$ cat src/source/mips_ctrl_pkg.sv
package mips_ctrl_pkg;

    // destination register of a write-back
    typedef enum logic [1:0] {
        dst_rt = 2'b00,
        dst_rd = 2'b01,
        dst_ra = 2'b10   // register 31, for jal
    } reg_dst_t;

    // source of the write-back value
    typedef enum logic [1:0] {
        res_alu  = 2'b00,
        res_load = 2'b01,
        res_link = 2'b10  // pc + 4
    } mem2reg_t;

    // next pc select
    typedef enum logic [1:0] {
        npc_seq    = 2'b00,
        npc_branch = 2'b01,
        npc_jump   = 2'b10,
        npc_reg    = 2'b11
    } npc_sel_t;

    // immediate extension
    typedef enum logic [1:0] {
        ext_zero  = 2'b00,
        ext_sign  = 2'b01,
        ext_upper = 2'b10  // imm16 in the upper half, low half zero
    } ext_op_t;

    // alu operation, 3'b010 is not used
    typedef enum logic [2:0] {
        alu_add    = 3'b000,
        alu_sub    = 3'b001,
        alu_or     = 3'b011,
        alu_slt    = 3'b100,
        alu_pass_b = 3'b101
    } alu_op_t;

    // the five control types above are everything the decoder hands out,
    // together with the single-bit alu_src, reg_wr, mem_we and flag_op

endpackage

$ cat src/source/mips_isa_pkg.sv
package mips_isa_pkg;

    // architectural widths
    localparam int WORD_W     = 32;
    localparam int REG_ADDR_W = 5;
    localparam int NUM_REGS   = 32;
    localparam int OPCODE_W   = 6;
    localparam int FUNCT_W    = 6;
    localparam int IMM_W      = 16;
    localparam int TARGET_W   = 26;

    // field positions inside the instruction word (lsb of each field)
    localparam int OPCODE_LSB = 26;
    localparam int RS_LSB     = 21;
    localparam int RT_LSB     = 16;
    localparam int RD_LSB     = 11;
    localparam int FUNCT_LSB  = 0;
    localparam int IMM_LSB    = 0;
    localparam int TARGET_LSB = 0;

    typedef logic [WORD_W-1:0]     word_t;
    typedef logic [REG_ADDR_W-1:0] reg_addr_t;

    typedef enum logic [OPCODE_W-1:0] {
        op_special = 6'b000000,  // r-type, look at funct
        op_j       = 6'b000010,
        op_jal     = 6'b000011,
        op_beq     = 6'b000100,
        op_addi    = 6'b001000,
        op_addiu   = 6'b001001,
        op_ori     = 6'b001101,
        op_lui     = 6'b001111,
        op_lw      = 6'b100011,
        op_sw      = 6'b101011
    } opcode_t;

    typedef enum logic [FUNCT_W-1:0] {
        fn_jr   = 6'b001000,
        fn_addu = 6'b100001,
        fn_subu = 6'b100011,
        fn_slt  = 6'b101010
    } funct_t;

endpackage
$ cat src/source/mips_core.sv
`timescale 1ns/1ps

module mips_core #(
    parameter mips_isa_pkg::word_t RESET_PC = 32'h0000_3000
) (
    input  logic                    clk,
    input  logic                    reset,
    input  mips_isa_pkg::word_t     instr,
    input  mips_isa_pkg::word_t     mem_rdata,
    output mips_isa_pkg::word_t     pc,
    output mips_isa_pkg::word_t     mem_addr,
    output mips_isa_pkg::word_t     mem_wdata,
    output logic                    mem_we,
    output logic                    wb_en,
    output mips_isa_pkg::reg_addr_t wb_reg,
    output mips_isa_pkg::word_t     wb_data
);
    import mips_isa_pkg::*;
    import mips_ctrl_pkg::*;

    // instruction fields
    opcode_t              opcode;
    funct_t               funct;
    reg_addr_t            rs;
    reg_addr_t            rt;
    reg_addr_t            rd;
    logic [IMM_W-1:0]     imm16;
    logic [TARGET_W-1:0]  target26;

    // control
    reg_dst_t reg_dst;
    mem2reg_t mem2reg;
    npc_sel_t npc_sel;
    ext_op_t  ext_op;
    alu_op_t  alu_op;
    logic     alu_src;
    logic     reg_wr;
    logic     flag_op;

    // datapath
    word_t rs_data;
    word_t rt_data;
    word_t alu_result;
    logic  equal;
    logic  overflow;

    assign opcode   = opcode_t'(instr[OPCODE_LSB +: OPCODE_W]);
    assign funct    = funct_t'(instr[FUNCT_LSB +: FUNCT_W]);  // unknown codes fall to default
    assign rs       = instr[RS_LSB +: REG_ADDR_W];
    assign rt       = instr[RT_LSB +: REG_ADDR_W];
    assign rd       = instr[RD_LSB +: REG_ADDR_W];
    assign imm16    = instr[IMM_LSB +: IMM_W];
    assign target26 = instr[TARGET_LSB +: TARGET_W];

    assign mem_addr  = alu_result;
    assign mem_wdata = rt_data;

    controller controller_inst (
        .opcode(opcode), .funct(funct), .equal(equal),
        .reg_dst(reg_dst), .alu_src(alu_src), .mem2reg(mem2reg), .reg_wr(reg_wr),
        .mem_we(mem_we), .npc_sel(npc_sel), .ext_op(ext_op), .alu_op(alu_op),
        .flag_op(flag_op)
    );

    execute_unit execute_unit_inst (
        .imm16(imm16), .rs_data(rs_data), .rt_data(rt_data), .ext_op(ext_op),
        .alu_src(alu_src), .alu_op(alu_op),
        .alu_result(alu_result), .equal(equal), .overflow(overflow)
    );

    result_unit result_unit_inst (
        .clk(clk), .reset(reset), .rs(rs), .rt(rt), .rd(rd),
        .reg_dst(reg_dst), .mem2reg(mem2reg), .reg_wr(reg_wr), .flag_op(flag_op),
        .overflow(overflow), .alu_result(alu_result), .mem_rdata(mem_rdata), .pc(pc),
        .rs_data(rs_data), .rt_data(rt_data),
        .wb_en(wb_en), .wb_reg(wb_reg), .wb_data(wb_data)
    );

    pc_unit #(.RESET_PC(RESET_PC)) pc_unit_inst (
        .clk(clk), .reset(reset), .npc_sel(npc_sel), .imm16(imm16),
        .target26(target26), .rs_data(rs_data), .pc(pc)
    );

endmodule

$ cat src/source/pc_unit.sv
`timescale 1ns/1ps

module pc_unit #(
    parameter mips_isa_pkg::word_t RESET_PC = 32'h0000_3000
) (
    input  logic                              clk,
    input  logic                              reset,
    input  mips_ctrl_pkg::npc_sel_t           npc_sel,
    input  logic [mips_isa_pkg::IMM_W-1:0]    imm16,
    input  logic [mips_isa_pkg::TARGET_W-1:0] target26,
    input  mips_isa_pkg::word_t               rs_data,
    output mips_isa_pkg::word_t               pc
);
    import mips_isa_pkg::*;
    import mips_ctrl_pkg::*;

    word_t pc_plus4;
    word_t branch_offset;
    word_t next_pc;

    assign pc_plus4 = pc + 32'd4;

    // sign-extended word offset
    assign branch_offset = {{(WORD_W-IMM_W-2){imm16[IMM_W-1]}}, imm16, 2'b00};

    always_comb begin
        case (npc_sel)
            npc_branch: next_pc = pc_plus4 + branch_offset;
            npc_jump:   next_pc = {pc_plus4[WORD_W-1 -: 4], target26, 2'b00};
            npc_reg:    next_pc = rs_data;
            default:    next_pc = pc_plus4;
        endcase
    end

    always_ff @(posedge clk) begin
        if (reset) begin
            pc <= RESET_PC;
        end else begin
            pc <= next_pc;
        end
    end

    // jr to a misaligned register value would break this
    a_pc_aligned: assert property (
        @(posedge clk) disable iff (reset)
        pc[1:0] == 2'b00
    );

endmodule

$ cat src/source/result_unit.sv
`timescale 1ns/1ps

module result_unit (
    input  logic                    clk,
    input  logic                    reset,
    input  mips_isa_pkg::reg_addr_t rs,
    input  mips_isa_pkg::reg_addr_t rt,
    input  mips_isa_pkg::reg_addr_t rd,
    input  mips_ctrl_pkg::reg_dst_t reg_dst,
    input  mips_ctrl_pkg::mem2reg_t mem2reg,
    input  logic                    reg_wr,
    input  logic                    flag_op,
    input  logic                    overflow,
    input  mips_isa_pkg::word_t     alu_result,
    input  mips_isa_pkg::word_t     mem_rdata,
    input  mips_isa_pkg::word_t     pc,
    output mips_isa_pkg::word_t     rs_data,
    output mips_isa_pkg::word_t     rt_data,
    output logic                    wb_en,
    output mips_isa_pkg::reg_addr_t wb_reg,
    output mips_isa_pkg::word_t     wb_data
);
    import mips_isa_pkg::*;
    import mips_ctrl_pkg::*;

    word_t regs [NUM_REGS];

    // asynchronous read ports
    assign rs_data = regs[rs];
    assign rt_data = regs[rt];

    always_comb begin
        case (reg_dst)
            dst_rd:  wb_reg = rd;
            dst_ra:  wb_reg = reg_addr_t'(NUM_REGS - 1);
            default: wb_reg = rt;
        endcase
    end

    always_comb begin
        case (mem2reg)
            res_load: wb_data = mem_rdata;
            res_link: wb_data = pc + 32'd4;
            default:  wb_data = alu_result;
        endcase
    end

    // no write on addi overflow, none to register 0
    assign wb_en = reg_wr && !(flag_op && overflow) && (wb_reg != '0);

    always_ff @(posedge clk) begin
        if (reset) begin
            for (int i = 0; i < NUM_REGS; i++) begin
                regs[i] <= '0;
            end
        end else if (wb_en) begin
            regs[wb_reg] <= wb_data;
        end
    end

    // register 0 stays zero across every retired instruction
    a_reg0_zero: assert property (
        @(posedge clk) disable iff (reset)
        (rs == '0) |-> (rs_data == '0)
    );

endmodule

$ cat src/source/execute_unit.sv
`timescale 1ns/1ps

module execute_unit (
    input  logic [mips_isa_pkg::IMM_W-1:0] imm16,
    input  mips_isa_pkg::word_t            rs_data,
    input  mips_isa_pkg::word_t            rt_data,
    input  mips_ctrl_pkg::ext_op_t         ext_op,
    input  logic                           alu_src,
    input  mips_ctrl_pkg::alu_op_t         alu_op,
    output mips_isa_pkg::word_t            alu_result,
    output logic                           equal,
    output logic                           overflow
);
    import mips_isa_pkg::*;
    import mips_ctrl_pkg::*;

    word_t imm_ext;
    word_t operand_b;
    word_t sum;
    logic  less;

    always_comb begin
        case (ext_op)
            ext_zero:  imm_ext = {{(WORD_W-IMM_W){1'b0}}, imm16};
            ext_sign:  imm_ext = {{(WORD_W-IMM_W){imm16[IMM_W-1]}}, imm16};
            ext_upper: imm_ext = {imm16, {(WORD_W-IMM_W){1'b0}}};
            default:   imm_ext = '0;
        endcase
    end

    assign operand_b = alu_src ? imm_ext : rt_data;

    assign sum  = rs_data + operand_b;
    assign less = $signed(rs_data) < $signed(operand_b);

    always_comb begin
        case (alu_op)
            alu_add:    alu_result = sum;
            alu_sub:    alu_result = rs_data - operand_b;
            alu_or:     alu_result = rs_data | operand_b;
            alu_slt:    alu_result = {{(WORD_W-1){1'b0}}, less};
            alu_pass_b: alu_result = operand_b;
            default:    alu_result = '0;
        endcase
    end

    // operands of one sign, sum of the other
    assign overflow = (rs_data[WORD_W-1] == operand_b[WORD_W-1]) &&
                      (sum[WORD_W-1] != rs_data[WORD_W-1]);

    assign equal = (rs_data == rt_data);  // beq compares registers, not the alu

endmodule

$ cat src/source/controller.sv
`timescale 1ns/1ps

module controller (
    input  mips_isa_pkg::opcode_t   opcode,
    input  mips_isa_pkg::funct_t    funct,
    input  logic                    equal,
    output mips_ctrl_pkg::reg_dst_t reg_dst,
    output logic                    alu_src,
    output mips_ctrl_pkg::mem2reg_t mem2reg,
    output logic                    reg_wr,
    output logic                    mem_we,
    output mips_ctrl_pkg::npc_sel_t npc_sel,
    output mips_ctrl_pkg::ext_op_t  ext_op,
    output mips_ctrl_pkg::alu_op_t  alu_op,
    output logic                    flag_op
);
    import mips_isa_pkg::*;
    import mips_ctrl_pkg::*;

    always_comb begin
        // defaults make anything not decoded below a no-op
        reg_dst = dst_rt;
        alu_src = 1'b0;
        mem2reg = res_alu;
        reg_wr  = 1'b0;
        mem_we  = 1'b0;
        npc_sel = npc_seq;
        ext_op  = ext_zero;
        alu_op  = alu_add;
        flag_op = 1'b0;

        case (opcode)
            op_special: begin
                case (funct)
                    fn_addu: begin
                        reg_dst = dst_rd;
                        reg_wr  = 1'b1;
                        alu_op  = alu_add;
                    end
                    fn_subu: begin
                        reg_dst = dst_rd;
                        reg_wr  = 1'b1;
                        alu_op  = alu_sub;
                    end
                    fn_slt: begin
                        reg_dst = dst_rd;
                        reg_wr  = 1'b1;
                        alu_op  = alu_slt;
                    end
                    fn_jr: begin
                        npc_sel = npc_reg;  // target comes from rs
                        alu_op  = alu_pass_b;
                    end
                    default: ;
                endcase
            end
            op_ori: begin
                alu_src = 1'b1;
                reg_wr  = 1'b1;
                ext_op  = ext_zero;
                alu_op  = alu_or;
            end
            op_lw: begin
                alu_src = 1'b1;
                mem2reg = res_load;
                reg_wr  = 1'b1;
                ext_op  = ext_sign;
                alu_op  = alu_add;  // base + offset
            end
            op_sw: begin
                alu_src = 1'b1;
                mem2reg = res_load;
                mem_we  = 1'b1;
                ext_op  = ext_sign;
                alu_op  = alu_add;
            end
            op_beq: begin
                alu_op  = alu_sub;
                npc_sel = equal ? npc_branch : npc_seq;
            end
            op_lui: begin
                alu_src = 1'b1;
                reg_wr  = 1'b1;
                ext_op  = ext_upper;
                alu_op  = alu_pass_b;  // rs field plays no part in lui
            end
            op_j: begin
                npc_sel = npc_jump;
            end
            op_addi: begin
                alu_src = 1'b1;
                reg_wr  = 1'b1;
                ext_op  = ext_sign;
                alu_op  = alu_add;
                flag_op = 1'b1;     // write dropped on signed overflow
            end
            op_addiu: begin
                alu_src = 1'b1;
                reg_wr  = 1'b1;
                ext_op  = ext_sign;
                alu_op  = alu_add;
            end
            op_jal: begin
                reg_dst = dst_ra;
                mem2reg = res_link;
                reg_wr  = 1'b1;
                npc_sel = npc_jump;
                alu_op  = alu_pass_b;
            end
            default: ;
        endcase
    end

    // a store never writes the register file in the same cycle
    a_no_reg_and_mem_write: assert final (!(reg_wr && mem_we));

endmodule

$ cat config.mk
export PLATFORM = sky130hd
export DESIGN_NAME = mips_core
export DESIGN_NICKNAME = d
export VERILOG_FILES = /design/src/source/mips_ctrl_pkg.sv /design/src/source/mips_isa_pkg.sv /design/src/source/mips_core.sv /design/src/source/pc_unit.sv /design/src/source/result_unit.sv /design/src/source/execute_unit.sv /design/src/source/controller.sv
export SDC_FILE = /design/constraint.sdc
export NUM_CORES = 2
export LEC_CHECK = 0
export ABC_CLOCK_PERIOD_IN_PS = 20900
export BUFFER_PORTS_ARGS = -buffer_cell sky130_fd_sc_hd__buf_2
export CORE_ASPECT_RATIO = 1.5
export CORE_MARGIN = 2
export CORE_UTILIZATION = 40
export CTS_CLUSTER_DIAMETER = 30
export CTS_CLUSTER_SIZE = 20
export DETAILED_ROUTE_END_ITERATION = 12
export PLACE_DENSITY = 0.61
export SYNTH_ARGS = -nofsm -noshare
export SYNTH_HDL_FRONTEND = slang
export SYNTH_SLANG_ARGS = --single-unit
$ cat constraint.sdc
create_clock -name clk -period 20.9 [get_ports clk]
set_clock_uncertainty 0.2 [all_clocks]
set_input_delay 1.045 -clock clk [delete_from_list [all_inputs] [get_ports clk]]
set_output_delay 1.045 -clock clk [all_outputs]
set_load 0.01 [all_outputs]
Yosys cells after proc, flatten, opt, wreduce, memory -nomap -nowiden --
Memory sizes are Yosys's and may differ from the RTL's. Index checks and enable logic that the tools add are counted.
Cells by class: add/sub/neg operators 4, multipliers 0, div/mod/pow operators 0, magnitude comparators 1, eq/ne operators 29, shifts and indexed selects 0, mux-type cells 28, bitwise operators 1, reductions and logical operators 17
Operator list (number):
- one-hot mux 32 bit (3 select lines) | 2
- one-hot mux 32 bit (5 select lines) | 1
- adder 32 bit | 2
- two-way mux 32 bit | 2
- one-hot mux 32 bit (2 select lines) | 1
- adder 32 x 3 -> 32 bit, second input constant | 1
- equality test 32 bit | 1
- less-than comparator 32 bit | 1
- bitwise OR 32 bit | 1
- OR reduction 32 bit | 1
- subtractor 32 bit | 1
- equality test 6 x 4 -> 1 bit, second input constant | 5
- equality test 6 bit, second input constant | 5
- equality test 6 x 2 -> 1 bit, second input constant | 2
- two-way mux 1 bit | 12
- one-hot mux 2 bit (2 select lines) | 3
- one-hot mux 3 bit (4 select lines) | 1
- OR reduction 6 bit | 2
- equality test 2 bit, second input constant | 5
- one-hot mux 5 bit (2 select lines) | 1
- one-hot mux 3 bit (3 select lines) | 1
- equality test 2 x 1 -> 1 bit, second input constant | 4
- equality test 3 bit, second input constant | 2
- equality test 6 x 3 -> 1 bit, second input constant | 1
- other kinds (17) | 22
Storage, ports and cells: bits in registers 32, latch bits 0, RAM bits 1024, ROM bits 0, bits of input ports 66, output and inout bits 135, word-level logic and storage cells 82, memories kept 1
Memories:
- result_unit_inst.regs | depth 32, bits a word 32, read ports 2, clocked after Yosys merged registers in 0, wr ports 32, line result_unit.sv:26 | word_t regs [NUM_REGS];

Depth between registers and ports, before layout --
depth in word-level cells 18, mapped depth 26, depth with buffers taken out 19

Modules after synthesis --
Synthesis repeated with hierarchy kept, for this count alone.
Unflattened totals: cell total of the unflattened synthesis 5218, area, all modules 64055.2 µm²
By module, submodules not included:
- result_unit | instances 1, cells each 3807, area an instance 54004.3 µm², seq. area each 30749.5 µm²
- execute_unit | instances 1, cells each 884, area an instance 5808.1 µm², seq. area each 0.0 µm²
- pc_unit | instances 1, cells each 477, area an instance 3858.7 µm², seq. area each 640.6 µm²
- controller | instances 1, cells each 50, area an instance 384.1 µm², seq. area each 0.0 µm²

Worst setup path after synthesis --
OpenSTA, ideal clock, no wires.
path kind input -> register, start input port instr[18], end memory result_unit_inst.regs[1][0] (netlist bit) (enable), library setup time 0.389 ns, arrival 6.786 ns, required time 20.311 ns, path slack 13.525 ns, stages 26, path buffers 7, cell sequence buf_2 > buf_4 > buf_4 > buf_4 > buf_2 > mux2i_1 > a22oi_1 > nand3_1 > nand4_1 > nand2_1 > o31ai_1 > inv_1 > ha_1 > a21o_1 > a21o_1 > a2111oi_0 > o21bai_1 > a41oi_1 > o31ai_2 > a22oi_1 > o21ai_0 > a2111oi_2 > buf_2 > nand3_1 > clkbuf_1 > nand2_1
RTL lines:
- start, declared | line mips_core.sv:8 | input mips_isa_pkg::word_t instr,
- end, declared | line result_unit.sv:26

==> impl_metrics.py <==
metrics = {
    "drt": {
        "ant_nets": 0,
        "vias_per_cell": 6.60,
        "dr.first_iter.drc_count": 6681,
        "vias": 51000,
        "drc": 0,
        "wirelength_um": 276000,
        "dr.pass1.iters": 6,
        "routedWlPerCell_um": 35.7,
    },
    "timing": {
        "worst_slew_pin_slew_ns": 1.51,
        "setup_viol": 0,
        "fin_crit_ns": 10.69,
        "drv_slew": 4,
        "final_hold_viol_count": 0,
        "rsz0062_at_grt": "no",
        "period_share": 0.512,
        "final.setup.worst_slack_ns": 10.21,
        "fin_setup_tns_ns": 0,
        "holdWs_ns": 0.329,
        "timing.slew.headroom": -0.0169,
        "fmax_mhz": 93.5,
    },
    "clock_network": {
        "cts_buffer_depth": 3,
        "ctsHoldBuffers": 0,
        "clkTransAtPathRegs_ns": 0.05,
        "cts-root-buf": "clkbuf_16",
        "cts_resized": 0,
        "htreeDepth": 4,
        "cts_sinks": 1056,
        "clock_latency_ns": 0.82,
        "cts_made_buffers": 158,
        "cts_setup_buffers": 0,
        "cts_tree": "built",
    },
    "yosys": {
        "yosys.area.top_type_share": 0.486,
        "synth.area.top_cells": "edfxtp_1, mux4_2, mux2i_1",
        "async_flop_share": 0,
        "ys_seq_elements": 1056,
        "synth_area_per_cell_sq_um": 11.6,
        "synth_cells": 5453,
        "yosysSeqAreaShare": 0.496,
        "ys.flop_type": "edfxtp_1",
        "synth-edff-count": 1024,
        "yosys_warnings": 0,
        "synth_top_area_cell": "edfxtp_1",
        "mappedNetlistArea_sq_um": 63200,
        "ys_types": 100,
    },
    "place": {
        "io_buffers": 200,
        "gp_congestion": 1.03,
        "pre_cts_slack_ns": 9.63,
        "place_hpwl_um": 190000,
    },
    "floorplan": {
        "core_area_sq_um": 157000,
        "die_w_um": 329,
        "start_util": 0.403,
        "dieArea_sq_um": 161000,
        "boundaryPins": 201,
        "die_y_um": 491,
        "rows": 178,
    },
    "job": {
        "maxCapViolCount": 1,
    },
    "cells_and_area": {
        "layout-drive-gt1-share": 0.205,
        "nets": 5707,
        "area_growth_syn_to_layout_pct": 14.2,
        "layout_common_cells": "edfxtp_1, nor2_1, mux2i_1, mux4_2, a22oi_1",
        "final_common_cell": "edfxtp_1",
    },
    "min_path": {
        "holdPathEnd": "pc_unit_inst.pc[0]",
        "min-delay-path-class": "flop to flop",
        "holdPathStages": 2,
        "holdCritStartpoint": "pc_unit_inst.pc[0]",
    },
    "grt": {
        "grtUsageMet2": 0.548,
        "antenna_found_initial": 15,
        "gr-total-overflow": 0,
        "busiest_layer": "met2",
        "grt_pass1_vias": 49400,
        "use_met1": 0.382,
        "grtUsageMet3": 0.0798,
        "track_usage": 0.335,
        "grt_max_degree": 117,
        "grt_pass1_wl_um": 381000,
    },
    "power_and_ir_drop": {
        "vdd_drop_max_mv": 0.100,
        "p_per_area_nw_per_um2": 96.8,
        "p_leak_uw": 0.0279,
    },
    "setup_path": {
        "timing.rr.start": "result_unit_inst.regs[27][11]",
        "worstPathArrival_ns": 10.89,
        "end_kind": "flop",
        "ff2ff_setup_slack_ns": 11.94,
        "crit_type": "input pin to flop",
        "crit_required_ns": 21.10,
        "path_max_fanout": 56,
        "timing.rr.end": "result_unit_inst.regs[11][20]",
        "r2r_cells": 18,
        "critPathLaunchType": "input pin",
    },
    "status": {
        "status": "finished, violations left",
        "failed_checks": "capacitance limit, slew limit",
    },
}
layer usage:
metal / part of all wire / vias to the layer above
li1: - / 20800
met1: 0.33 / 25700
met2: 0.48 / 3582
met3: 0.10 / 896
met4: 0.087 / 6
met5: 0.00011 / -
worst max-delay path by stage:
stage	from	endpoint	slack [ns]	depth (start not counted)
2_1_floorplan	instr[18]	result_unit_inst.regs[1][0]	13.52	26
3_3_place_gp	instr[17]	result_unit_inst.regs[11][25]	9.62	22
3_5_place_dp	instr[17]	result_unit_inst.regs[11][10]	9.63	22
4_1_cts	instr[17]	wb_data[30]	10.43	21
5_1_grt	instr[17]	result_unit_inst.regs[11][20]	9.78	22
6_report	instr[17]	result_unit_inst.regs[11][20]	10.21	22
Yosys cell counts, types with 60 or more instances:
| master | instances |
|---|---|
| clkbuf_1 | 305 |
| ha_1 | 128 |
| buf_2 | 109 |
| nand2_1 | 233 |
| mux2i_1 | 477 |
| nand3_1 | 193 |
| o21ai_0 | 68 |
| xnor2_1 | 60 |
| edfxtp_1 | 1024 |
| a22oi_1 | 251 |
| nor3_1 | 184 |
| a21oi_1 | 176 |
| inv_1 | 145 |
| nor2_1 | 961 |
| mux4_2 | 303 |
final cells by class:
type                       instances  area (sq um)
multi-input combinational       3774         29700
inverter                         150           564
antenna                            9          22.5
clock buffer                     168          4010
fill                           14300         84800
clock inverter                   129          1530
timing repair buffer             370          2380
sequential                      1056         31400
tap                             2070          2590
report_power, final:
part	internal [uW]	switching, uW	leakage [uW]
sequential	2400	46.7	0.0108
clock	1620	1140	0.00264
combinational	462	1330	0.0144
total	4470	2520	0.0279
flip-flops by register name, summed over array words and instances (netlist names):
name                   cells
pc_unit_inst.pc           32
result_unit_inst.regs   1024
critical path, cell delays in order:
cell and delay, ns:
buf_8 0.50, buf_4 0.70, nor2b_4 0.81, buf_4 0.51
a22oi_1 0.16, nand3_1 0.23, nand4_1 0.77, nor2_1 0.29
nor2_1 0.11, ha_1 0.53, a21o_1 0.17, a21oi_1 0.05
o21ai_0 0.20, a21o_1 0.17, a41oi_1 0.12, o31ai_2 0.82
a22oi_1 0.29, o211a_1 0.33, a2111oi_4 0.47, buf_4 0.53
nand3_2 0.79, nand2_2 1.04
through the flow:
| step | utilization | instance area (sq um) | std cells | total power, uW |
|---|---|---|---|---|
| 2_1_floorplan | - | 63300 | 5484 | 3400 |
| 3_3_place_gp | 0.424 | 66600 | 7419 | 4200 |
| 3_5_place_dp | 0.424 | 66600 | 7419 | 4210 |
| 4_1_cts | 0.459 | 72100 | 7716 | 6940 |
| 5_1_grt | 0.460 | 72200 | 7720 | 7130 |
| 6_report | 0.460 | 72200 | 7726 | 6990 |
cell families after synthesis:
family | count (synthesis) | synth area share
simple gates | 1807 | 0.126
mux | 821 | 0.191
buf+inv | 654 | 0.0471
xor+xnor | 97 | 0.0134
flops | 1056 | 0.496
other cells | 1 | 0.0000593
fa+ha+maj | 131 | 0.0263
compound gates | 886 | 0.0996
Power figures use the tool's default switching activity.
